--- src/design/d_cache_pkg.sv ---
// cache geometry is fixed here; address widths must stay consistent with the tag/set/offset split
package d_cache_pkg;

  // ====================
  // geometry
  localparam int NUM_WAYS        = 4;
  localparam int WAY_WIDTH       = 2;
  localparam int NUM_SETS        = 16;
  localparam int SET_WIDTH       = 4;
  localparam int WORDS_IN_CL     = 4;
  localparam int WORD_WIDTH      = 32;
  localparam int OFFSET_WIDTH    = 4;   // byte offset inside a line
  localparam int WORD_OFF_WIDTH  = 2;   // word select, upper bits of the offset
  localparam int TAG_WIDTH       = 12;
  localparam int ID_WIDTH        = 3;

  // address is {tag, set, offset} from msb
  localparam int ADDR_WIDTH      = TAG_WIDTH + SET_WIDTH + OFFSET_WIDTH;
  localparam int LSB_SET         = OFFSET_WIDTH;
  localparam int LSB_TAG         = OFFSET_WIDTH + SET_WIDTH;

  // data array index is {set, way}
  localparam int DATA_ADDR_WIDTH = SET_WIDTH + WAY_WIDTH;
  localparam int NUM_LINES       = 1 << DATA_ADDR_WIDTH;

  // ====================
  // types
  typedef logic [WORDS_IN_CL-1:0][WORD_WIDTH-1:0] t_cl;  // word 0 in the low bits

  typedef enum logic [1:0] {
    RD_LU,
    WR_LU,
    FILL_LU
  } t_lu_op;

  typedef enum logic [1:0] {
    NO_RSP,
    HIT,
    MISS,
    FILL
  } t_lu_result;

  typedef enum logic {
    FILL_REQ_OP,
    DIRTY_EVICT_OP
  } t_fm_op;

endpackage

--- src/design/d_cache_ifs.sv ---
// bundles only; stage timing is owned by the modules that drive them
`timescale 1ns/1ps

// state of one set as read in q2, or as written back
interface set_state_if;
  import d_cache_pkg::*;

  logic [NUM_WAYS-1:0]                valid;
  logic [NUM_WAYS-1:0]                modified;
  logic [NUM_WAYS-1:0]                mru;
  logic [NUM_WAYS-1:0][TAG_WIDTH-1:0] tags;

  modport store (output valid, modified, mru, tags);
  modport user  (input  valid, modified, mru, tags);
endinterface

// one lookup as it moves down the pipe
interface lookup_if;
  import d_cache_pkg::*;

  logic                    valid;
  t_lu_op                  op;
  logic [TAG_WIDTH-1:0]    tag;
  logic [SET_WIDTH-1:0]    set;
  logic [OFFSET_WIDTH-1:0] offset;
  logic [ID_WIDTH-1:0]     id;
  logic [WORD_WIDTH-1:0]   word;           // write data
  t_cl                     cl_data;        // fill line
  logic                    fill_modified;  // fill carries dirty data

  modport src (output valid, op, tag, set, offset, id, word, cl_data, fill_modified);
  modport dst (input  valid, op, tag, set, offset, id, word, cl_data, fill_modified);
endinterface

--- src/design/tag_lookup.sv ---
// set state is read at the q1 edge; a same-set write on that edge is forwarded, not lost
`timescale 1ns/1ps

module tag_lookup (
  input  logic                                 clk,
  input  logic                                 reset,
  input  logic                                 lu_valid,
  input  d_cache_pkg::t_lu_op                  lu_op,
  input  logic [d_cache_pkg::ADDR_WIDTH-1:0]   lu_address,
  input  logic [d_cache_pkg::ID_WIDTH-1:0]     lu_id,
  input  logic [d_cache_pkg::WORD_WIDTH-1:0]   lu_word,
  input  d_cache_pkg::t_cl                     lu_cl_data,
  input  logic                                 lu_fill_modified,
  input  logic                                 set_wr_en,
  input  logic [d_cache_pkg::SET_WIDTH-1:0]    set_wr_set,
  set_state_if.user                            set_wr,
  lookup_if.src                                lu_q2,
  set_state_if.store                           state_q2
);
  import d_cache_pkg::*;

  logic [NUM_SETS-1:0][NUM_WAYS-1:0]  valid_q, modified_q, mru_q;
  logic [NUM_WAYS-1:0][TAG_WIDTH-1:0] tags_q [NUM_SETS];
  logic [SET_WIDTH-1:0]               set_q1;
  logic                               fwd_q1;

  assign set_q1 = lu_address[LSB_TAG-1:LSB_SET];
  assign fwd_q1 = set_wr_en && (set_wr_set == set_q1);  // q2 writes the set we read

  // ====================
  // tag / state array
  always_ff @(posedge clk) begin
    if (reset) begin
      valid_q    <= '0;
      modified_q <= '0;
      mru_q      <= '0;
    end else if (set_wr_en) begin
      valid_q[set_wr_set]    <= set_wr.valid;
      modified_q[set_wr_set] <= set_wr.modified;
      mru_q[set_wr_set]      <= set_wr.mru;
    end
  end

  always_ff @(posedge clk) begin
    if (set_wr_en)
      tags_q[set_wr_set] <= set_wr.tags;  // whole tag row of the written set
  end

  // registered set read with same-edge write bypass
  always_ff @(posedge clk) begin
    state_q2.valid    <= fwd_q1 ? set_wr.valid    : valid_q[set_q1];
    state_q2.modified <= fwd_q1 ? set_wr.modified : modified_q[set_q1];
    state_q2.mru      <= fwd_q1 ? set_wr.mru      : mru_q[set_q1];
    state_q2.tags     <= fwd_q1 ? set_wr.tags     : tags_q[set_q1];
  end

  // ====================
  // q1 -> q2 request
  always_ff @(posedge clk) begin
    if (reset)
      lu_q2.valid <= 1'b0;
    else
      lu_q2.valid <= lu_valid;
  end

  always_ff @(posedge clk) begin
    lu_q2.op            <= lu_op;
    lu_q2.tag           <= lu_address[ADDR_WIDTH-1:LSB_TAG];
    lu_q2.set           <= set_q1;
    lu_q2.offset        <= lu_address[OFFSET_WIDTH-1:0];
    lu_q2.id            <= lu_id;
    lu_q2.word          <= lu_word;
    lu_q2.cl_data       <= lu_cl_data;
    lu_q2.fill_modified <= lu_fill_modified && (lu_op == FILL_LU);
  end

  // set_update must leave at least one non-MRU way or the victim pick breaks
  a_mru_not_all: assert property (@(posedge clk) disable iff (reset)
    set_wr_en |=> !(&mru_q[$past(set_wr_set)]));

endmodule

--- src/flat_wrapper.sv ---
// flat-port wrapper written by rule: the top's interface ports become plain ports
module tag_lookup_flat import d_cache_pkg::*;
  (clk, reset, lu_valid, lu_op, lu_address, lu_id, lu_word, lu_cl_data, lu_fill_modified, set_wr_en, set_wr_set, set_wr_valid, set_wr_modified, set_wr_mru, set_wr_tags, lu_q2_valid, lu_q2_op, lu_q2_tag, lu_q2_set, lu_q2_offset, lu_q2_id, lu_q2_word, lu_q2_cl_data, lu_q2_fill_modified, state_q2_valid, state_q2_modified, state_q2_mru, state_q2_tags);
  set_state_if set_wr_i ();
  lookup_if lu_q2_i ();
  set_state_if state_q2_i ();
  input  logic clk;
  input  logic reset;
  input  logic lu_valid;
  input  d_cache_pkg::t_lu_op lu_op;
  input  logic [d_cache_pkg::ADDR_WIDTH-1:0] lu_address;
  input  logic [d_cache_pkg::ID_WIDTH-1:0] lu_id;
  input  logic [d_cache_pkg::WORD_WIDTH-1:0] lu_word;
  input  d_cache_pkg::t_cl lu_cl_data;
  input  logic lu_fill_modified;
  input  logic set_wr_en;
  input  logic [d_cache_pkg::SET_WIDTH-1:0] set_wr_set;
  input wire logic [$bits(set_wr_i.valid)-1:0] set_wr_valid;
  input wire logic [$bits(set_wr_i.modified)-1:0] set_wr_modified;
  input wire logic [$bits(set_wr_i.mru)-1:0] set_wr_mru;
  input wire logic [$bits(set_wr_i.tags)-1:0] set_wr_tags;
  output wire logic [$bits(lu_q2_i.valid)-1:0] lu_q2_valid;
  output wire logic [$bits(lu_q2_i.op)-1:0] lu_q2_op;
  output wire logic [$bits(lu_q2_i.tag)-1:0] lu_q2_tag;
  output wire logic [$bits(lu_q2_i.set)-1:0] lu_q2_set;
  output wire logic [$bits(lu_q2_i.offset)-1:0] lu_q2_offset;
  output wire logic [$bits(lu_q2_i.id)-1:0] lu_q2_id;
  output wire logic [$bits(lu_q2_i.word)-1:0] lu_q2_word;
  output wire logic [$bits(lu_q2_i.cl_data)-1:0] lu_q2_cl_data;
  output wire logic [$bits(lu_q2_i.fill_modified)-1:0] lu_q2_fill_modified;
  output wire logic [$bits(state_q2_i.valid)-1:0] state_q2_valid;
  output wire logic [$bits(state_q2_i.modified)-1:0] state_q2_modified;
  output wire logic [$bits(state_q2_i.mru)-1:0] state_q2_mru;
  output wire logic [$bits(state_q2_i.tags)-1:0] state_q2_tags;
  assign set_wr_i.valid = set_wr_valid;
  assign set_wr_i.modified = set_wr_modified;
  assign set_wr_i.mru = set_wr_mru;
  assign set_wr_i.tags = set_wr_tags;
  assign lu_q2_valid = lu_q2_i.valid;
  assign lu_q2_op = lu_q2_i.op;
  assign lu_q2_tag = lu_q2_i.tag;
  assign lu_q2_set = lu_q2_i.set;
  assign lu_q2_offset = lu_q2_i.offset;
  assign lu_q2_id = lu_q2_i.id;
  assign lu_q2_word = lu_q2_i.word;
  assign lu_q2_cl_data = lu_q2_i.cl_data;
  assign lu_q2_fill_modified = lu_q2_i.fill_modified;
  assign state_q2_valid = state_q2_i.valid;
  assign state_q2_modified = state_q2_i.modified;
  assign state_q2_mru = state_q2_i.mru;
  assign state_q2_tags = state_q2_i.tags;
  tag_lookup u_core (.clk(clk), .reset(reset), .lu_valid(lu_valid), .lu_op(lu_op), .lu_address(lu_address), .lu_id(lu_id), .lu_word(lu_word), .lu_cl_data(lu_cl_data), .lu_fill_modified(lu_fill_modified), .set_wr_en(set_wr_en), .set_wr_set(set_wr_set), .set_wr(set_wr_i), .lu_q2(lu_q2_i), .state_q2(state_q2_i));
endmodule
--- config.mk ---
export PLATFORM = sky130hd
export DESIGN_NAME = tag_lookup_flat
export DESIGN_NICKNAME = d
export VERILOG_FILES = /design/src/design/d_cache_pkg.sv /design/src/design/d_cache_ifs.sv /design/src/design/tag_lookup.sv /design/src/flat_wrapper.sv
export SDC_FILE = /design/constraint.sdc
export NUM_CORES = 1
export LEC_CHECK = 0
export ABC_AREA = 0
export BUFFER_PORTS_ARGS = -buffer_cell sky130_fd_sc_hd__buf_2
export CORE_ASPECT_RATIO = 0.75
export CORE_MARGIN = 2
export CORE_UTILIZATION = 52
export DETAILED_ROUTE_END_ITERATION = 10
export PLACE_DENSITY = 0.76
export SYNTH_ARGS = -nofsm -noshare
export SYNTH_HDL_FRONTEND = slang
export SYNTH_SLANG_ARGS = --single-unit
--- constraint.sdc ---
create_clock -name clk -period 2.6 [get_ports clk]
set_input_delay 0.26 -clock clk [delete_from_list [all_inputs] [get_ports clk]]
set_output_delay 0.26 -clock clk [all_outputs]
set_load 0.01 [all_outputs]
==> run_results.csv, run 1 <==
group,metric,value,unit
critical_path,critPathMaxStageDelay,0.52,ns
global_routing,grt_use_met2,49.27,%
pwr,powerDensity,734.9,mW/mm^2
run_status,status,"complete, but fails checks",
global_routing,antenna_found_initial,8,
clock_network,clock-sinks,1159,
floorplanning,dieArea,0.08190,sq mm
pwr,ir_drop,0.5470,mV
place,post_dp_cell_area,0.04573,sq mm
floorplanning,ios,501,
global_routing,track_usage,29.22,%
drt,first_iter_violations,3322,
critical_path,path_class,"flop to primary output",
critical_path,crit_family,"multiplexers",
min_path,hold_end,"u_core.valid_q[31]",
timing,report.final.hold_viol_count,0,
place,hpwlAfterDp,59390,um
timing,fin_crit,3.051,ns
critical_path,crit_buf_inv,5,
critical_path,timing.rr.end,"u_core.state_q2.mru[2]",
timing,finalSetupViolCount,48,
timing,layout_worst_path_cycle_share,117.4,%
place,gp_congestion,0.9671,
clock_network,clockBufferDepth,3,
critical_path,ff2ff_path_depth,5,
global_routing,grtUsageMet3,5.845,%
timing,fin_ws,-0.4512,ns
synth,synth_cells,2273,
timing,fmax,327.7,MHz
synth,avgSynthCellArea,18.21,sq um
synth,synth_top_family_by_area,"multiplexers",
timing,fin_tns_setup,-18.09,ns
synth,synthSimpleGateAreaFrac,3.213,%
layout,area_growth_syn_to_layout,27.64,%
drt,drt_pass1_iterations,6,
timing,rsz0062_at_grt,"yes",
clock_network,clk-insertion-delay-late,0.68,ns
critical_path,crit_path_cell_trace,"buf_12 > buf_12 > buf_12 > buf_16 > mux4_2 > mux4_2 > buf_6",
synth,seq_area_frac_synth,74.62,%
drt,via_per_inst,6.048,
clock_network,htreeDepth,3,
place,dp.cells,3747,
layout,finish.utilization,67.11,%
clock_network,cts_tree,"yes",
timing,slew_violations,0,
run_status,violations,"setup timing",
layout,nFillCells,4826,
drt,vias,25620,
synth,post-synth-top-area-cell,"edfxtp_1",
timing,skew,0.03431,ns
critical_path,cpMostUsedCell,"buf_12",
global_routing,overflow,0,
global_routing,grt_pass1_vias,26400,
global_routing,grt_pass1_wl,173400,um
timing,hold_ws,0.06770,ns
drt,drc,0,
pwr,power.total,38.83,mW
timing,maxSlewHeadroom,62.41,%
synth,synth_mux_area_share,16.96,%
clock_network,path_clk_slew,0.07,ns
global_routing,grt_max_degree,62,
synth,synth-adder-area-share,0,%
synth,synth_nets,2527,
critical_path,critPathCaptureType,"primary output",
layout,stdcell_count,4236,
synth,synthTopCellsByArea,"edfxtp_1 56%, dfxtp_1 19%, mux4_2 15%, nand2_1 2.9%, a21oi_1 2.3%",
layout,nNetsFinal,3351,
critical_path,r2r_slack,0.76,ns
min_path,hold_path.class,"primary input to flop",
global_routing,grt_busiest_layer,"met2",
drt,wire_per_inst,28.81,um
synth,synth_top_area_share,55.71,%
layout,most-common-layout-cells,"768 x edfxtp_1, 462 x buf_2, 387 x dfxtp_1, 321 x nand2_1, 286 x mux4_2",
critical_path,cp_max_fo,6,
layout,finalInstanceArea,0.05283,sq mm
synth,ys_warn_count,0,
place,io_buffer_count,500,
synth,ys_seq_elements,1159,
place,pre_cts_slack,0.2205,ns
min_path,min_path_cells,2,
floorplanning,die_h,248.3,um
layout,layout-drive-gt1-share,34.81,%
clock_network,root_buffer,"clkbuf_16",
layout,layout_commonest_cell,"edfxtp_1",
synth,synth_area,0.04139,sq mm
synth,synth_compound_area_share,3.192,%
run,maxCapViolations,0,
critical_path,r2r-start,"u_core.mru_q[34]",
floorplanning,core,0.07873,sq mm
global_routing,use_met1,37.71,%
critical_path,cp_data_required_time,2.34,ns
synth,ys_types,27,
floorplanning,row_count,89,
floorplanning,start_util,52.58,%
critical_path,slowest_stage,"mux4_2",
floorplanning,die_w,329.8,um
clock_network,numCtsBuffers,104,
timing,tightest_slew,0.5626,ns
critical_path,cp.arrival,2.79,ns
drt,ant_nets,0,
synth,synth_xor_area_share,0.08464,%
pwr,power.leakage,18.70,nW
min_path,hp-start,"reset",
critical_path,critPathLaunchType,"flop",
drt,wirelength,122000,um
[synth_stat cells, drive strengths merged]
library cell,instances
xor2,3
dfxtp,391
edfxtp,768
nor2,8
clkbuf,95
nand3,2
and3,1
or3,2
a21oi,192
xnor2,1
nand2b,2
nor2b,3
nand2,321
nor4,1
o21ai,72
mux4,288
nand3b,2
buf,62
inv,10
mux2,12
nor3b,1
mux2i,36
[worst reg2reg max path, stage by stage (launching register included)]
cell	delay, ns
dfxtp_1	0.35
mux4_2	0.49
mux2i_1	0.24
buf_4	0.19
mux2i_1	0.11
mux2_2	0.31
[logic make-up (layout without fill, tap and decap cells)]
family / Yosys count / after routing
flops: 1159 / 1159
simple gates: 343 / 343
xor+xnor: 4 / 4
buf+inv: 167 / 1080
mux: 336 / 336
compound gates: 264 / 264
other cells: 0 / 4
[area by class of cell]
class | count | area [sq um] | share of cell area, %
inverter | 10 | 38.79 | 0.07341
sequential | 1159 | 30900 | 58.49
tap | 1046 | 1309 | 2.477
antenna | 4 | 10.01 | 0.01895
timing repair buffer | 875 | 7391 | 13.99
clock inverter | 57 | 545.5 | 1.033
clock buffer | 138 | 2918 | 5.523
multi-input combinational | 947 | 9721 | 18.40
[worst max-delay path by stage]
stage,endpoint,slack (ns),depth (start not counted),startpoint
after floorplan,state_q2_tags[1],0.48,4,lu_q2_set[1]
after global placement,state_q2_tags[3],0.22,5,lu_q2_set[0]
after detailed placement,state_q2_tags[3],0.22,5,lu_q2_set[0]
after CTS,state_q2_tags[7],-0.46,6,lu_q2_set[0]
after global routing,state_q2_tags[20],-0.52,7,lu_q2_set[0]
final,state_q2_tags[20],-0.45,7,lu_q2_set[0]
[sequential cells by signal, summed over array words and instances, names as in the netlist, 12 cells and up]
| name | cells |
|---|---|
| u_core.tags_q | 768 |
| u_core.lu_q2.cl_data | 128 |
| u_core.modified_q | 64 |
| u_core.mru_q | 64 |
| u_core.valid_q | 64 |
| u_core.lu_q2.word | 32 |
| u_core.lu_q2.tag | 12 |
[what timing repair did]
| item | CTS | global route |
|---|---|---|
| endpoints found under the setup margin | 48 | 48 |
| hold endpoints to repair | 1124 | 0 |
| setup buffers | 24 | 4 |
| hold buffers | 246 | 0 |
| resized for setup | 70 | 23 |
| cloned | 13 | 6 |
[layer usage]
layer	vias to the layer above	share of wire, %	wire (um)
met4	4	3.5	4322
li1	10430	-	-
met3	307	9.6	11700
met5	-	0.022	27
met2	1873	51	61760
met1	13010	36	44220
[power breakdown]
part | internal (mW) | leakage [nW] | switching, mW
Sequential | 20.1 | 10.2 | 0.186
Combinational | 1.43 | 6.81 | 1.43
Clock | 8.66 | 1.73 | 7.05
Total | 30.2 | 18.7 | 8.67
Power figures use the tool's default switching activity.
==> run 2: changes to the inputs <==
SETUP_SLACK_MARGIN = 0.2   (was default)
==> run 2 against run 1 <==
Against the previous run:
- the flow still finishes with violations (setup timing)
- register-to-register slack improved by 0.03 ns
- global-route usage unchanged
- utilization increased by 0.073 points
- sequential share of layout area decreased by 0.064 points
- count of clock-buffer cells in the layout unchanged
- clock power about the same
- non-clock buffer count increased by 2
==> run_results.csv, run 2 (same netlist as run 1, synthesis figures left out) <==
group,metric,value,unit
critical_path,timing.rr.end,"u_core.state_q2.mru[2]",
critical_path,r2r_slack,0.79,ns
layout,layout_commonest_cell,"edfxtp_1",
drt,wirelength,121900,um
critical_path,crit_buf_inv,4,
timing,fin_tns_setup,-19.51,ns
critical_path,slowest_stage,"mux4_2",
critical_path,crit_family,"multiplexers",
timing,slew_violations,0,
layout,area_growth_syn_to_layout,27.78,%
critical_path,crit_path_cell_trace,"buf_12 > buf_12 > clkbuf_16 > mux4_2 > mux4_2 > buf_6",
critical_path,path_class,"flop to primary output",
drt,vias,25590,
run,maxCapViolations,0,
place,gp_congestion,0.9671,
layout,layout-drive-gt1-share,34.85,%
pwr,ir_drop,0.5326,mV
global_routing,track_usage,29.22,%
pwr,power.leakage,18.73,nW
layout,nFillCells,4816,
global_routing,grt_max_degree,62,
critical_path,ff2ff_path_depth,5,
floorplanning,core,0.07873,sq mm
critical_path,crit_start,"lu_q2_set[0]",
floorplanning,die_h,248.3,um
drt,first_iter_violations,3387,
floorplanning,row_count,89,
layout,most-common-layout-cells,"768 x edfxtp_1, 462 x buf_2, 387 x dfxtp_1, 321 x nand2_1, 286 x mux4_2",
layout,finish.utilization,67.18,%
timing,skew,0.03456,ns
global_routing,grt_pass1_wl,173400,um
drt,drc,0,
critical_path,cp_max_fo,8,
place,pre_cts_slack,0.2205,ns
critical_path,cp_data_required_time,2.34,ns
clock_network,htreeDepth,3,
global_routing,overflow,0,
clock_network,clock-sinks,1159,
clock_network,cts_tree,"yes",
layout,finalInstanceArea,0.05289,sq mm
clock_network,path_clk_slew,0.07,ns
timing,fin_ws,-0.4785,ns
timing,report.final.hold_viol_count,0,
floorplanning,start_util,52.58,%
floorplanning,die_w,329.8,um
layout,top_register,"u_core.tags_q",
place,post_dp_cell_area,0.04573,sq mm
floorplanning,ios,501,
floorplanning,dieArea,0.08190,sq mm
place,io_buffer_count,500,
critical_path,r2r-start,"u_core.mru_q[34]",
run_status,violations,"setup timing",
drt,ant_nets,0,
pwr,powerDensity,734.3,mW/mm^2
drt,drt_pass1_iterations,6,
drt,wire_per_inst,28.76,um
layout,nNetsFinal,3353,
timing,fin_crit,3.079,ns
layout,reg_top3,"u_core.tags_q x768, u_core.lu_q2.cl_data x128",
timing,maxSlewHeadroom,61.02,%
timing,rsz0062_at_grt,"yes",
place,hpwlAfterDp,59390,um
critical_path,critPathCaptureType,"primary output",
clock_network,clockBufferDepth,3,
timing,hold_ws,0.06295,ns
timing,finalSetupViolCount,48,
global_routing,grt_pass1_vias,26400,
clock_network,clk-insertion-delay-late,0.70,ns
timing,layout_worst_path_cycle_share,118.4,%
critical_path,endpoint,"state_q2_tags[25]",
timing,fmax,324.8,MHz
critical_path,critPathMaxStageDelay,0.55,ns
drt,via_per_inst,6.038,
global_routing,antenna_found_initial,8,
min_path,hold_path.class,"primary input to flop",
layout,largest_register_ffs,768,
critical_path,cp.depth,6,
run_status,status,"complete, but fails checks",
clock_network,root_buffer,"clkbuf_16",
timing,tightest_slew,0.5835,ns
critical_path,critPathLaunchType,"flop",
critical_path,cp.arrival,2.82,ns
clock_network,numCtsBuffers,104,
==> run 2: changes by cell type in the layout (fill, tap and decap cells not counted) <==
cell     change
diode_2      +1
buf_8        -1
buf_4        +1
buf_12       -1
buf_16       +3
==> run 2: report_power, final <==
part / internal (mW) / switching [mW] / leakage [nW]
clock: 8.66 / 7.05 / 1.73
combinational: 1.44 / 1.43 / 6.83
sequential: 20.1 / 0.186 / 10.2
==> run 2: stage by stage <==
stage | std cells | power [mW]
CTS | 4225 | 38.64
global route | 4238 | 39.75
finish | 4239 | 38.84
floorplan | 2273 | 21.73
detailed placement | 3747 | 22.79
global placement | 3747 | 22.71
==> run 2: worst register-to-register path: cells and delay by family (launching register included) <==
| kind | cells | cell delay (ns) |
|---|---|---|
| multiplexers | 4 | 1.13 |
| flip-flops | 1 | 0.33 |
| buffers and inverters | 1 | 0.19 |
==> run 2: how the worst min path moves through the flow <==
stage          slack, ns                        to            from  cells after the start
6_report            0.06          u_core.mru_q[31]           reset                      2
5_1_grt             0.07        u_core.valid_q[36]           reset                      2
4_1_cts             0.04        u_core.lu_q2.valid           reset                      2
3_5_place_dp        0.36  u_core.lu_q2.cl_data[81]  lu_cl_data[81]                      1
3_3_place_gp        0.36       u_core.lu_q2.tag[8]  lu_address[16]                      1
2_1_floorplan       0.29              lu_q2_set[0]   lu_address[4]                      0
==> run 2: per-layer routing <==
layer  up-vias  wire length, um  GRT usage (%)
met1     12950            44230          37.71
li1      10440                -              -
met3       282            11750          5.845
met2      1913            61880          49.27
met5         -               27              0
met4         4             4018          11.36
==> run 2: final cells by class <==
class,count,area (sq um),share of cell area (%)
well taps,1046,1309,2.474
clock buffers,138,2918,5.517
clock inverters,57,545.5,1.031
repair buffers,877,7446,14.08
diodes,5,12.51,0.02366
multi-input cells,947,9721,18.38
flip-flops and latches,1159,30900,58.42
inverters,10,38.79,0.07333
==> run 2: repair_timing <==
item	CTS	global route
buffers inserted	24	3
gates resized for setup	70	21
endpoints found under the setup margin	48	48
hold buffers	246	0
cloned	13	6
hold endpoints to repair	1124	0
