<file path="config.mk">
export PLATFORM = sky130hd
export DESIGN_NAME = set_update_flat
export DESIGN_NICKNAME = d
export VERILOG_FILES = /design/src/design/d_cache_pkg.sv /design/src/design/d_cache_ifs.sv /design/src/design/set_update.sv /design/src/flat_wrapper.sv
export SDC_FILE = /design/constraint.sdc
export NUM_CORES = 1
export LEC_CHECK = 0
export ABC_AREA = 1
export BUFFER_PORTS_ARGS = -buffer_cell sky130_fd_sc_hd__buf_4
export CELL_PAD_IN_SITES_DETAIL_PLACEMENT = 1
export CELL_PAD_IN_SITES_GLOBAL_PLACEMENT = 1
export CORE_AREA = 2 2 216 218
export DETAILED_ROUTE_END_ITERATION = 8
export DIE_AREA = 0 0 218 220
export GPL_TIMING_DRIVEN = 0
export HOLD_SLACK_MARGIN = 0.06
export MAX_ROUTING_LAYER = met4
export PLACE_DENSITY = 0.53
export SYNTH_ARGS = -nofsm -noshare
export SYNTH_HDL_FRONTEND = slang
export SYNTH_SLANG_ARGS = --single-unit
</file>
<file path="constraint.sdc">
create_clock -name clk -period 2.1 [get_ports clk]
set_clock_uncertainty 0.05 [all_clocks]
set_input_delay 0.21 -clock clk [delete_from_list [all_inputs] [get_ports clk]]
set_output_delay 0.21 -clock clk [all_outputs]
set_load 0.005 [all_outputs]
</file>
<file path="src/design/d_cache_pkg.sv">
// cache geometry is fixed here; address widths must stay consistent with the tag/set/offset split
package d_cache_pkg;

  // ====================
  // geometry
  localparam int NUM_WAYS        = 4;
  localparam int WAY_WIDTH       = 2;
  localparam int NUM_SETS        = 16;
  localparam int SET_WIDTH       = 4;
  localparam int WORDS_IN_CL     = 4;
  localparam int WORD_WIDTH      = 32;
  localparam int OFFSET_WIDTH    = 4;   // byte offset inside a line
  localparam int WORD_OFF_WIDTH  = 2;   // word select, upper bits of the offset
  localparam int TAG_WIDTH       = 12;
  localparam int ID_WIDTH        = 3;

  // address is {tag, set, offset} from msb
  localparam int ADDR_WIDTH      = TAG_WIDTH + SET_WIDTH + OFFSET_WIDTH;
  localparam int LSB_SET         = OFFSET_WIDTH;
  localparam int LSB_TAG         = OFFSET_WIDTH + SET_WIDTH;

  // data array index is {set, way}
  localparam int DATA_ADDR_WIDTH = SET_WIDTH + WAY_WIDTH;
  localparam int NUM_LINES       = 1 << DATA_ADDR_WIDTH;

  // ====================
  // types
  typedef logic [WORDS_IN_CL-1:0][WORD_WIDTH-1:0] t_cl;  // word 0 in the low bits

  typedef enum logic [1:0] {
    RD_LU,
    WR_LU,
    FILL_LU
  } t_lu_op;

  typedef enum logic [1:0] {
    NO_RSP,
    HIT,
    MISS,
    FILL
  } t_lu_result;

  typedef enum logic {
    FILL_REQ_OP,
    DIRTY_EVICT_OP
  } t_fm_op;

endpackage

</file>
<file path="src/design/d_cache_ifs.sv">
// bundles only; stage timing is owned by the modules that drive them
`timescale 1ns/1ps

// state of one set as read in q2, or as written back
interface set_state_if;
  import d_cache_pkg::*;

  logic [NUM_WAYS-1:0]                valid;
  logic [NUM_WAYS-1:0]                modified;
  logic [NUM_WAYS-1:0]                mru;
  logic [NUM_WAYS-1:0][TAG_WIDTH-1:0] tags;

  modport store (output valid, modified, mru, tags);
  modport user  (input  valid, modified, mru, tags);
endinterface

// one lookup as it moves down the pipe
interface lookup_if;
  import d_cache_pkg::*;

  logic                    valid;
  t_lu_op                  op;
  logic [TAG_WIDTH-1:0]    tag;
  logic [SET_WIDTH-1:0]    set;
  logic [OFFSET_WIDTH-1:0] offset;
  logic [ID_WIDTH-1:0]     id;
  logic [WORD_WIDTH-1:0]   word;           // write data
  t_cl                     cl_data;        // fill line
  logic                    fill_modified;  // fill carries dirty data

  modport src (output valid, op, tag, set, offset, id, word, cl_data, fill_modified);
  modport dst (input  valid, op, tag, set, offset, id, word, cl_data, fill_modified);
endinterface

</file>
<file path="src/design/set_update.sv">
// next set state is built in q2 and written back on the same edge that enters q3
`timescale 1ns/1ps

module set_update (
  input  logic                                  clk,
  input  logic                                  reset,
  lookup_if.dst                                 lu_q2,
  set_state_if.user                             state_q2,
  input  logic [d_cache_pkg::NUM_WAYS-1:0]      hit_ways,
  input  logic [d_cache_pkg::WAY_WIDTH-1:0]     hit_way,
  input  logic [d_cache_pkg::NUM_WAYS-1:0]      victim_ways,
  input  logic [d_cache_pkg::WAY_WIDTH-1:0]     victim_way,
  input  logic                                  dirty_evict,
  input  logic [d_cache_pkg::TAG_WIDTH-1:0]     victim_tag,
  output logic                                  set_wr_en,
  output logic [d_cache_pkg::SET_WIDTH-1:0]     set_wr_set,
  set_state_if.store                            set_wr,
  output logic [d_cache_pkg::DATA_ADDR_WIDTH-1:0] rd_addr,
  lookup_if.src                                 lu_q3,
  output logic                                  hit_q3,
  output logic [d_cache_pkg::DATA_ADDR_WIDTH-1:0] data_addr_q3,
  output logic                                  dirty_evict_q3,
  output logic [d_cache_pkg::TAG_WIDTH-1:0]     victim_tag_q3
);
  import d_cache_pkg::*;

  logic [NUM_WAYS-1:0]                new_valid, new_mod, new_mru;
  logic [NUM_WAYS-1:0][TAG_WIDTH-1:0] new_tags;
  logic                               is_fill;

  assign is_fill = (lu_q2.op == FILL_LU);

  // ====================
  // new set state
  always_comb begin
    new_valid = state_q2.valid;  // untouched ways keep their state
    new_mod   = state_q2.modified;
    new_mru   = state_q2.mru;
    new_tags  = state_q2.tags;
    if (!is_fill && (|hit_ways)) begin
      new_mru = new_mru | hit_ways;
      if (lu_q2.op == WR_LU)
        new_mod = new_mod | hit_ways;  // write hit dirties the way
    end
    if (is_fill) begin
      new_valid            = new_valid | victim_ways;
      new_mru              = new_mru | victim_ways;
      new_tags[victim_way] = lu_q2.tag;
      new_mod = lu_q2.fill_modified ? (new_mod | victim_ways) : (new_mod & ~victim_ways);
    end
    // all MRU: keep only the way just touched
    if (&new_mru)
      new_mru = is_fill ? victim_ways : hit_ways;
  end

  assign set_wr_en       = lu_q2.valid;
  assign set_wr_set      = lu_q2.set;
  assign set_wr.valid    = new_valid;
  assign set_wr.modified = new_mod;
  assign set_wr.mru      = new_mru;
  assign set_wr.tags     = new_tags;

  assign rd_addr = {lu_q2.set, (is_fill ? victim_way : hit_way)};  // data array index

  // ====================
  // q2 -> q3
  always_ff @(posedge clk) begin
    if (reset)
      lu_q3.valid <= 1'b0;
    else
      lu_q3.valid <= lu_q2.valid;
  end

  always_ff @(posedge clk) begin
    lu_q3.op            <= lu_q2.op;
    lu_q3.tag           <= lu_q2.tag;
    lu_q3.set           <= lu_q2.set;
    lu_q3.offset        <= lu_q2.offset;
    lu_q3.id            <= lu_q2.id;
    lu_q3.word          <= lu_q2.word;
    lu_q3.cl_data       <= lu_q2.cl_data;
    lu_q3.fill_modified <= lu_q2.fill_modified;
    hit_q3              <= |hit_ways;
    data_addr_q3        <= rd_addr;
    dirty_evict_q3      <= dirty_evict;
    victim_tag_q3       <= victim_tag;
  end

endmodule

</file>
<file path="src/flat_wrapper.sv">
// flat-port wrapper written by rule: the top's interface ports become plain ports
module set_update_flat import d_cache_pkg::*;
  (clk, reset, hit_ways, hit_way, victim_ways, victim_way, dirty_evict, victim_tag, set_wr_en, set_wr_set, rd_addr, hit_q3, data_addr_q3, dirty_evict_q3, victim_tag_q3, lu_q2_valid, lu_q2_op, lu_q2_tag, lu_q2_set, lu_q2_offset, lu_q2_id, lu_q2_word, lu_q2_cl_data, lu_q2_fill_modified, state_q2_valid, state_q2_modified, state_q2_mru, state_q2_tags, set_wr_valid, set_wr_modified, set_wr_mru, set_wr_tags, lu_q3_valid, lu_q3_op, lu_q3_tag, lu_q3_set, lu_q3_offset, lu_q3_id, lu_q3_word, lu_q3_cl_data, lu_q3_fill_modified);
  lookup_if lu_q2_i ();
  set_state_if state_q2_i ();
  set_state_if set_wr_i ();
  lookup_if lu_q3_i ();
  input  logic clk;
  input  logic reset;
  input  logic [d_cache_pkg::NUM_WAYS-1:0] hit_ways;
  input  logic [d_cache_pkg::WAY_WIDTH-1:0] hit_way;
  input  logic [d_cache_pkg::NUM_WAYS-1:0] victim_ways;
  input  logic [d_cache_pkg::WAY_WIDTH-1:0] victim_way;
  input  logic dirty_evict;
  input  logic [d_cache_pkg::TAG_WIDTH-1:0] victim_tag;
  output logic set_wr_en;
  output logic [d_cache_pkg::SET_WIDTH-1:0] set_wr_set;
  output logic [d_cache_pkg::DATA_ADDR_WIDTH-1:0] rd_addr;
  output logic hit_q3;
  output logic [d_cache_pkg::DATA_ADDR_WIDTH-1:0] data_addr_q3;
  output logic dirty_evict_q3;
  output logic [d_cache_pkg::TAG_WIDTH-1:0] victim_tag_q3;
  input wire logic [$bits(lu_q2_i.valid)-1:0] lu_q2_valid;
  input wire logic [$bits(lu_q2_i.op)-1:0] lu_q2_op;
  input wire logic [$bits(lu_q2_i.tag)-1:0] lu_q2_tag;
  input wire logic [$bits(lu_q2_i.set)-1:0] lu_q2_set;
  input wire logic [$bits(lu_q2_i.offset)-1:0] lu_q2_offset;
  input wire logic [$bits(lu_q2_i.id)-1:0] lu_q2_id;
  input wire logic [$bits(lu_q2_i.word)-1:0] lu_q2_word;
  input wire logic [$bits(lu_q2_i.cl_data)-1:0] lu_q2_cl_data;
  input wire logic [$bits(lu_q2_i.fill_modified)-1:0] lu_q2_fill_modified;
  input wire logic [$bits(state_q2_i.valid)-1:0] state_q2_valid;
  input wire logic [$bits(state_q2_i.modified)-1:0] state_q2_modified;
  input wire logic [$bits(state_q2_i.mru)-1:0] state_q2_mru;
  input wire logic [$bits(state_q2_i.tags)-1:0] state_q2_tags;
  output wire logic [$bits(set_wr_i.valid)-1:0] set_wr_valid;
  output wire logic [$bits(set_wr_i.modified)-1:0] set_wr_modified;
  output wire logic [$bits(set_wr_i.mru)-1:0] set_wr_mru;
  output wire logic [$bits(set_wr_i.tags)-1:0] set_wr_tags;
  output wire logic [$bits(lu_q3_i.valid)-1:0] lu_q3_valid;
  output wire logic [$bits(lu_q3_i.op)-1:0] lu_q3_op;
  output wire logic [$bits(lu_q3_i.tag)-1:0] lu_q3_tag;
  output wire logic [$bits(lu_q3_i.set)-1:0] lu_q3_set;
  output wire logic [$bits(lu_q3_i.offset)-1:0] lu_q3_offset;
  output wire logic [$bits(lu_q3_i.id)-1:0] lu_q3_id;
  output wire logic [$bits(lu_q3_i.word)-1:0] lu_q3_word;
  output wire logic [$bits(lu_q3_i.cl_data)-1:0] lu_q3_cl_data;
  output wire logic [$bits(lu_q3_i.fill_modified)-1:0] lu_q3_fill_modified;
  assign lu_q2_i.valid = lu_q2_valid;
  assign lu_q2_i.op = lu_q2_op;
  assign lu_q2_i.tag = lu_q2_tag;
  assign lu_q2_i.set = lu_q2_set;
  assign lu_q2_i.offset = lu_q2_offset;
  assign lu_q2_i.id = lu_q2_id;
  assign lu_q2_i.word = lu_q2_word;
  assign lu_q2_i.cl_data = lu_q2_cl_data;
  assign lu_q2_i.fill_modified = lu_q2_fill_modified;
  assign state_q2_i.valid = state_q2_valid;
  assign state_q2_i.modified = state_q2_modified;
  assign state_q2_i.mru = state_q2_mru;
  assign state_q2_i.tags = state_q2_tags;
  assign set_wr_valid = set_wr_i.valid;
  assign set_wr_modified = set_wr_i.modified;
  assign set_wr_mru = set_wr_i.mru;
  assign set_wr_tags = set_wr_i.tags;
  assign lu_q3_valid = lu_q3_i.valid;
  assign lu_q3_op = lu_q3_i.op;
  assign lu_q3_tag = lu_q3_i.tag;
  assign lu_q3_set = lu_q3_i.set;
  assign lu_q3_offset = lu_q3_i.offset;
  assign lu_q3_id = lu_q3_i.id;
  assign lu_q3_word = lu_q3_i.word;
  assign lu_q3_cl_data = lu_q3_i.cl_data;
  assign lu_q3_fill_modified = lu_q3_i.fill_modified;
  set_update u_core (.clk(clk), .reset(reset), .lu_q2(lu_q2_i), .state_q2(state_q2_i), .hit_ways(hit_ways), .hit_way(hit_way), .victim_ways(victim_ways), .victim_way(victim_way), .dirty_evict(dirty_evict), .victim_tag(victim_tag), .set_wr_en(set_wr_en), .set_wr_set(set_wr_set), .set_wr(set_wr_i), .rd_addr(rd_addr), .lu_q3(lu_q3_i), .hit_q3(hit_q3), .data_addr_q3(data_addr_q3), .dirty_evict_q3(dirty_evict_q3), .victim_tag_q3(victim_tag_q3));
endmodule
</file>
==> results of run 1 <==
[flip-flops by register name, indices dropped and copies added (netlist names), 2 cells and up]
register,flops
u_core.lu_q3.op,2
u_core.victim_tag_q3,12
u_core.lu_q3.offset,4
u_core.lu_q3.cl_data,128
u_core.lu_q3.set,3
u_core.data_addr_q3,3
u_core.lu_q3.id,3
u_core.lu_q3.tag,12
u_core.lu_q3.word,32
[kinds of logic after synthesis]
group / after synthesis / synth area share [%]
buf+inv: 56 / 6.19
simple gates: 93 / 8.94
flops: 203 / 77.6
compound gates: 62 / 7.22
[worst max-delay path by stage]
stage                           end  slack [ns]  cells past startpoint
floorplan             set_wr_mru[0]        0.99                      7
detailed placement  set_wr_tags[31]        0.47                      8
global placement    set_wr_tags[31]        0.47                      8
finish                u_core.hit_q3        0.35                      6
CTS                   set_wr_mru[3]        0.35                      9
global route          set_wr_mru[3]        0.27                      9
[report_power, final]
group	internal [W]	total, W	switching, W	leakage (nW)
registers	0.00406	0.00414	0.0000778	1.71
logic	0.00101	0.00153	0.000522	4.23
clock network	0.00247	0.00421	0.00174	0.396
[final cells by class]
cell class | instances | area, sq um | share of cell area [%]
inverters | 35 | 136 | 1.05
repair buffers | 757 | 6200 | 47.7
clock buffers | 34 | 699 | 5.38
well taps | 607 | 759 | 5.85
clock inverters | 9 | 100 | 0.770
plain buffers | 21 | 188 | 1.44
flip-flops and latches | 203 | 4060 | 31.3
multi-input cells | 155 | 846 | 6.51
[metrics by stage]
step / total power [W] / cell area (sq um) / hold WS [ns]
4_1_cts: 0.0100 / 13000 / 0.0746
3_5_place_dp: 0.00541 / 10100 / 0.266
6_report: 0.00988 / 13000 / 0.114
2_1_floorplan: 0.00443 / 5230 / 0.188
5_1_grt: 0.0103 / 13000 / 0.118
3_3_place_gp: 0.00540 / 10100 / 0.265
[worst max-delay path, cell delays in order]
cell and delay [ns]:
dlygate4sd3_1 0.53, buf_4 0.14, nor2_1 0.07, dlygate4sd3_1 0.54, nand3_1 0.06, dlygate4sd3_1 0.56
[layer usage]
layer	wire length (um)	up-vias
met3	2560	49
met4	739	0
met2	15500	317
met1	10400	2756
li1	-	2863
met5	0	-
[synthesized netlist by cell type (all sizes together)]
cell type	n	share of area [%]
buf	21	3.6
clkinv	1	0.17
dfxtp	203	78
inv	34	2.4
nand2	74	5.8
nand3	13	2.6
nor2	6	0.57
o21ai	57	6.5
o21bai	4	0.57
o22ai	1	0.12
[timing repair]
item | CTS | global route
hold endpoints to repair | 203 | 0
hold buffers | 206 | 0
gates resized for setup | 0 | 0
==> results.cfg, run 1 <==
[outcome]
outcome = completed

[synth]
yosys_warnings = 0
ys_seq_area_share_pct = 77.6
syn_nets = 688
synth_cell_types = 19
syn_inst = 414
synth-seq-cells = 203
synth_area_sq_um = 5230
synth_area_per_cell_sq_um = 12.6

[placement]
place_congestion = 0.760
dpl.cell_count = 1572
port_buffers = 551
dp_slack_ns = 0.465
hpwl_um = 21000

[final_layout]
final_common_cell = buf_4
final_cell_mix = 564 x buf_4, 206 x dlygate4sd3_1, 203 x dfxtp_1
nFillCells = 5229
fin_nets = 1472
diodes = 0
fin_cells = 1821
area_growth_pct = 148
final_util_pct = 28.3
drive_gt1_share_pct = 52.7

[timing]
setup_viol = 0
setup_tns_ns = 0
slew_viol_final = 0
hold_viol = 0
timing.fmax_ghz = 0.572
rsz0062_at_grt = no
tightestPinTransition_ns = 0.320
fin_crit_sh_pct = 83.2
final.min_clock_period_ns = 1.75
fin_ws_ns = 0.352
max_slew_margin_pct = 78.4

[clocking]
numCtsBuffers = 25
cts_sinks = 203
cts_setup_buffers = 0
cts_buffer_depth = 3
cts_root_buf = clkbuf_16
htreeDepth = 1
path_clk_slew_ns = 0.06
cts_tree = done

[floorplan]
die-area_sq_um = 48000
ios = 552
die_x_um = 218
initial_core_util_pct = 11.4
rows = 79
core_sq_um = 45900
die_y_um = 220

[global_route]
grtUsageMet2_pct = 21.1
top_usage_layer = met2
use_met1_pct = 12.0
grt_antenna_before_repair = 0
grt_pass1_wl_um = 40800
grt_pass1_vias = 6545
grt_usage_pct = 11.6
grt_overflow = 0
grtUsageMet3_pct = 3.55
grt_max_degree = 14

[routing]
drcViolationCount = 0
drt-total-wl_um = 29200
via_per_inst = 3.29
drt-initial-drc-count = 165
dr.pass1.iters = 4
via_count = 5985
wire_per_inst_um = 16.0
drtAntennaViolNets = 0

[critical_path]
critPathLaunch = hit_ways[2]
crit_type = in2reg
crit_fanout = 2
worstPathRequired_ns = 2.46
arrival_ns = 2.11
cp-start-kind = primary input
end_kind = register

[hold_path]
hold_end = u_core.data_addr_q3[1]
hp-start = lu_q2_op[1]
hold_depth = 3
hp-class = in2reg

[power]
peakVddDrop_v = 0.000535
p_leak_nw = 6.34
power_density_nw_per_um2 = 761

[flow_run]
max_cap_viol_count = 0
Note: power is estimated with default switching activity, not from simulation.
==> inputs of run 2 (changes only) <==
- ABC_AREA: 1 -> 0
- CORE_AREA: 2 2 216 218 -> 2 2 214 216
- DIE_AREA: 0 0 218 220 -> 0 0 216 218
- PLACE_DENSITY: 0.53 -> 0.54
- clock period: 2.1 -> 1.6 ns (I/O delays scaled with it)
==> run 2 against run 1 <==
Net effect:
- the run now ends with negative setup slack left
- design area is 1.9% higher
- critical endpoint is now set_wr_tags[27]
- largest cell class unchanged
- via count decreased by 4.3%
- clock power up 32%
- final cell count decreased by 4.4%
- non-clock buffer count is 11 higher
- flip-flop and latch count did not move
- global-route usage increased by 0.22 points
- synthesized cell count shrank 22%
- worst hold slack better by 0.11 ns
==> results.cfg, run 2 <==
[outcome]
outcome = finished, violations left
violations = negative setup slack

[global_route]
grt_antenna_before_repair = 4
grt_overflow = 0
grt_max_degree = 13
grt_pass1_wl_um = 40400
grt_pass1_vias = 6255
grt_usage_pct = 11.8

[routing]
drcViolationCount = 0
drt-initial-drc-count = 204
drt-total-wl_um = 29100
drtAntennaViolNets = 0
wire_per_inst_um = 16.7
via_per_inst = 3.29
via_count = 5729
dr.pass1.iters = 4

[final_layout]
final_cell_mix = 558 x buf_4, 207 x dlygate4sd3_1, 203 x dfxtp_1
largest_register_ff_count = 128
fin_nets = 1395
final_util_pct = 29.5
final_common_cell = buf_4
largestRegisters = u_core.lu_q3.cl_data (128), u_core.lu_q3.word (32)
nFillCells = 5050
drive_gt1_share_pct = 59.8
area_growth_pct = 157
top_register = u_core.lu_q3.cl_data
fin_cells = 1741

[placement]
hpwl_um = 20900
dpl.cell_count = 1475
place_congestion = 0.748
port_buffers = 551

[critical_path]
crit_type = in2out
cp-start-kind = primary input
end_kind = output pin
worstPathRequired_ns = 1.39
arrival_ns = 1.41
crit_fanout = 10

[synth]
synth_edf_count = 0
synth_area_sq_um = 5160
ys_top_cells_by_count = 203 x dfxtp_1, 23 x mux2_1, 15 x mux2_2
synth_top_area_share_pct = 78.7
syn_inst = 324
synthFlopType = dfxtp_1
netlist_top_cells_area = dfxtp_1 79%, mux2_1 5.0%, mux2_2 3.3%
synth_area_per_cell_sq_um = 15.9
yosysTopAreaCell = dfxtp_1
syn_nets = 598
synth-seq-cells = 203
ys_seq_area_share_pct = 78.7
synth_cell_types = 22
synth.most_common_cell = dfxtp_1
ys_async_sr_fraction_pct = 0
yosys_warnings = 0

[clocking]
path_clk_slew_ns = 0.06
htreeDepth = 1
numCtsBuffers = 25
cts_sinks = 203
cts_tree = done
cts_root_buf = clkbuf_16
cts_buffer_depth = 3

[timing]
setup_viol = 29
tightestPinTransition_ns = 0.319
fin_crit_sh_pct = 102
hold_viol = 0
fin_ws_ns = -0.0245
max_slew_margin_pct = 78.7
rsz0062_at_grt = yes
slew_viol_final = 0
final.min_clock_period_ns = 1.62
timing.fmax_ghz = 0.616

[floorplan]
rows = 78
die-area_sq_um = 47100
die_y_um = 218
ios = 552
initial_core_util_pct = 11.5
core_sq_um = 44900
die_x_um = 216

[power]
peakVddDrop_v = 0.000598
p_leak_nw = 6.24
power_density_nw_per_um2 = 982

[hold_path]
hp-class = in2reg

[flow_run]
max_cap_viol_count = 0
[run 2: report_power, final]
group	total [W]	switching, W	leakage (nW)	internal, W
combinational	0.00203	0.000636	4.13	0.00139
sequential	0.00544	0.000104	1.71	0.00533
clock	0.00554	0.00223	0.399	0.00331
[run 2: what timing repair did]
action | CTS | global route
pin swaps | 6 | 5
buffers inserted | 10 | 3
endpoints found under the hold margin | 203 | 0
gates resized for setup | 40 | 21
hold buffers | 207 | 0
cloned | 1 | 0
setup endpoints to repair | 43 | 50
[run 2: per-stage QoR]
| stage | area, sq um | hold slack (ns) | power [W] | TNS (ns) | setup slack, ns |
|---|---|---|---|---|---|
| after global placement | 10000 | 0.215 | 0.00703 | -6.84 | -0.294 |
| after detailed placement | 10000 | 0.215 | 0.00705 | -6.81 | -0.269 |
| after floorplan | 5160 | 0.138 | 0.00576 | 0 | 0.272 |
| after global routing | 13200 | 0.194 | 0.0136 | -2.15 | -0.0795 |
| final | 13200 | 0.226 | 0.0130 | -0.309 | -0.0245 |
| after CTS | 13200 | 0.175 | 0.0132 | -1.81 | -0.0877 |
[run 2: final cells by class]
cell class | count | area (sq um) | share of cell area (%)
clock inverters | 9 | 87.6 | 0.661
repair buffers | 771 | 6390 | 48.2
well taps | 600 | 751 | 5.67
multi-input cells | 102 | 1050 | 7.91
clock buffers | 34 | 719 | 5.43
plain buffers | 18 | 175 | 1.32
flip-flops and latches | 203 | 4060 | 30.7
diodes | 4 | 10.0 | 0.0756
[run 2: worst max-delay path: stages]
cell     delay, ns
buf_8         0.10
and2b_4       0.27
nand2_2       0.08
nor2_4        0.16
buf_12        0.16
mux2_1        0.33
buf_4         0.14
[run 2: worst paths after layout]
kind	startpoint	slack [ns]	cells after the start	endpoint
setup / recovery	lu_q2_op[0]	-0.02	7	set_wr_tags[27]
hold / removal	lu_q2_cl_data[13]	0.23	2	u_core.lu_q3.cl_data[13]
[run 2: logic make-up after synthesis]
kind of cell / count (synthesis) / share of synthesized area, %
muxes: 48 / 11.2
DFF: 203 / 78.7
buffers and inverters: 19 / 2.88
and+or+nand+nor: 30 / 3.78
AOI/OAI and AO/OA: 24 / 3.39
[run 2: per-layer routing]
layer	global-route usage [%]	up-vias	routed length [um]
li1	-	2680	-
met1	12.4	2692	10700
met2	21.4	314	15300
met3	3.32	43	2380
met4	3.72	0	673
met5	-	-	0
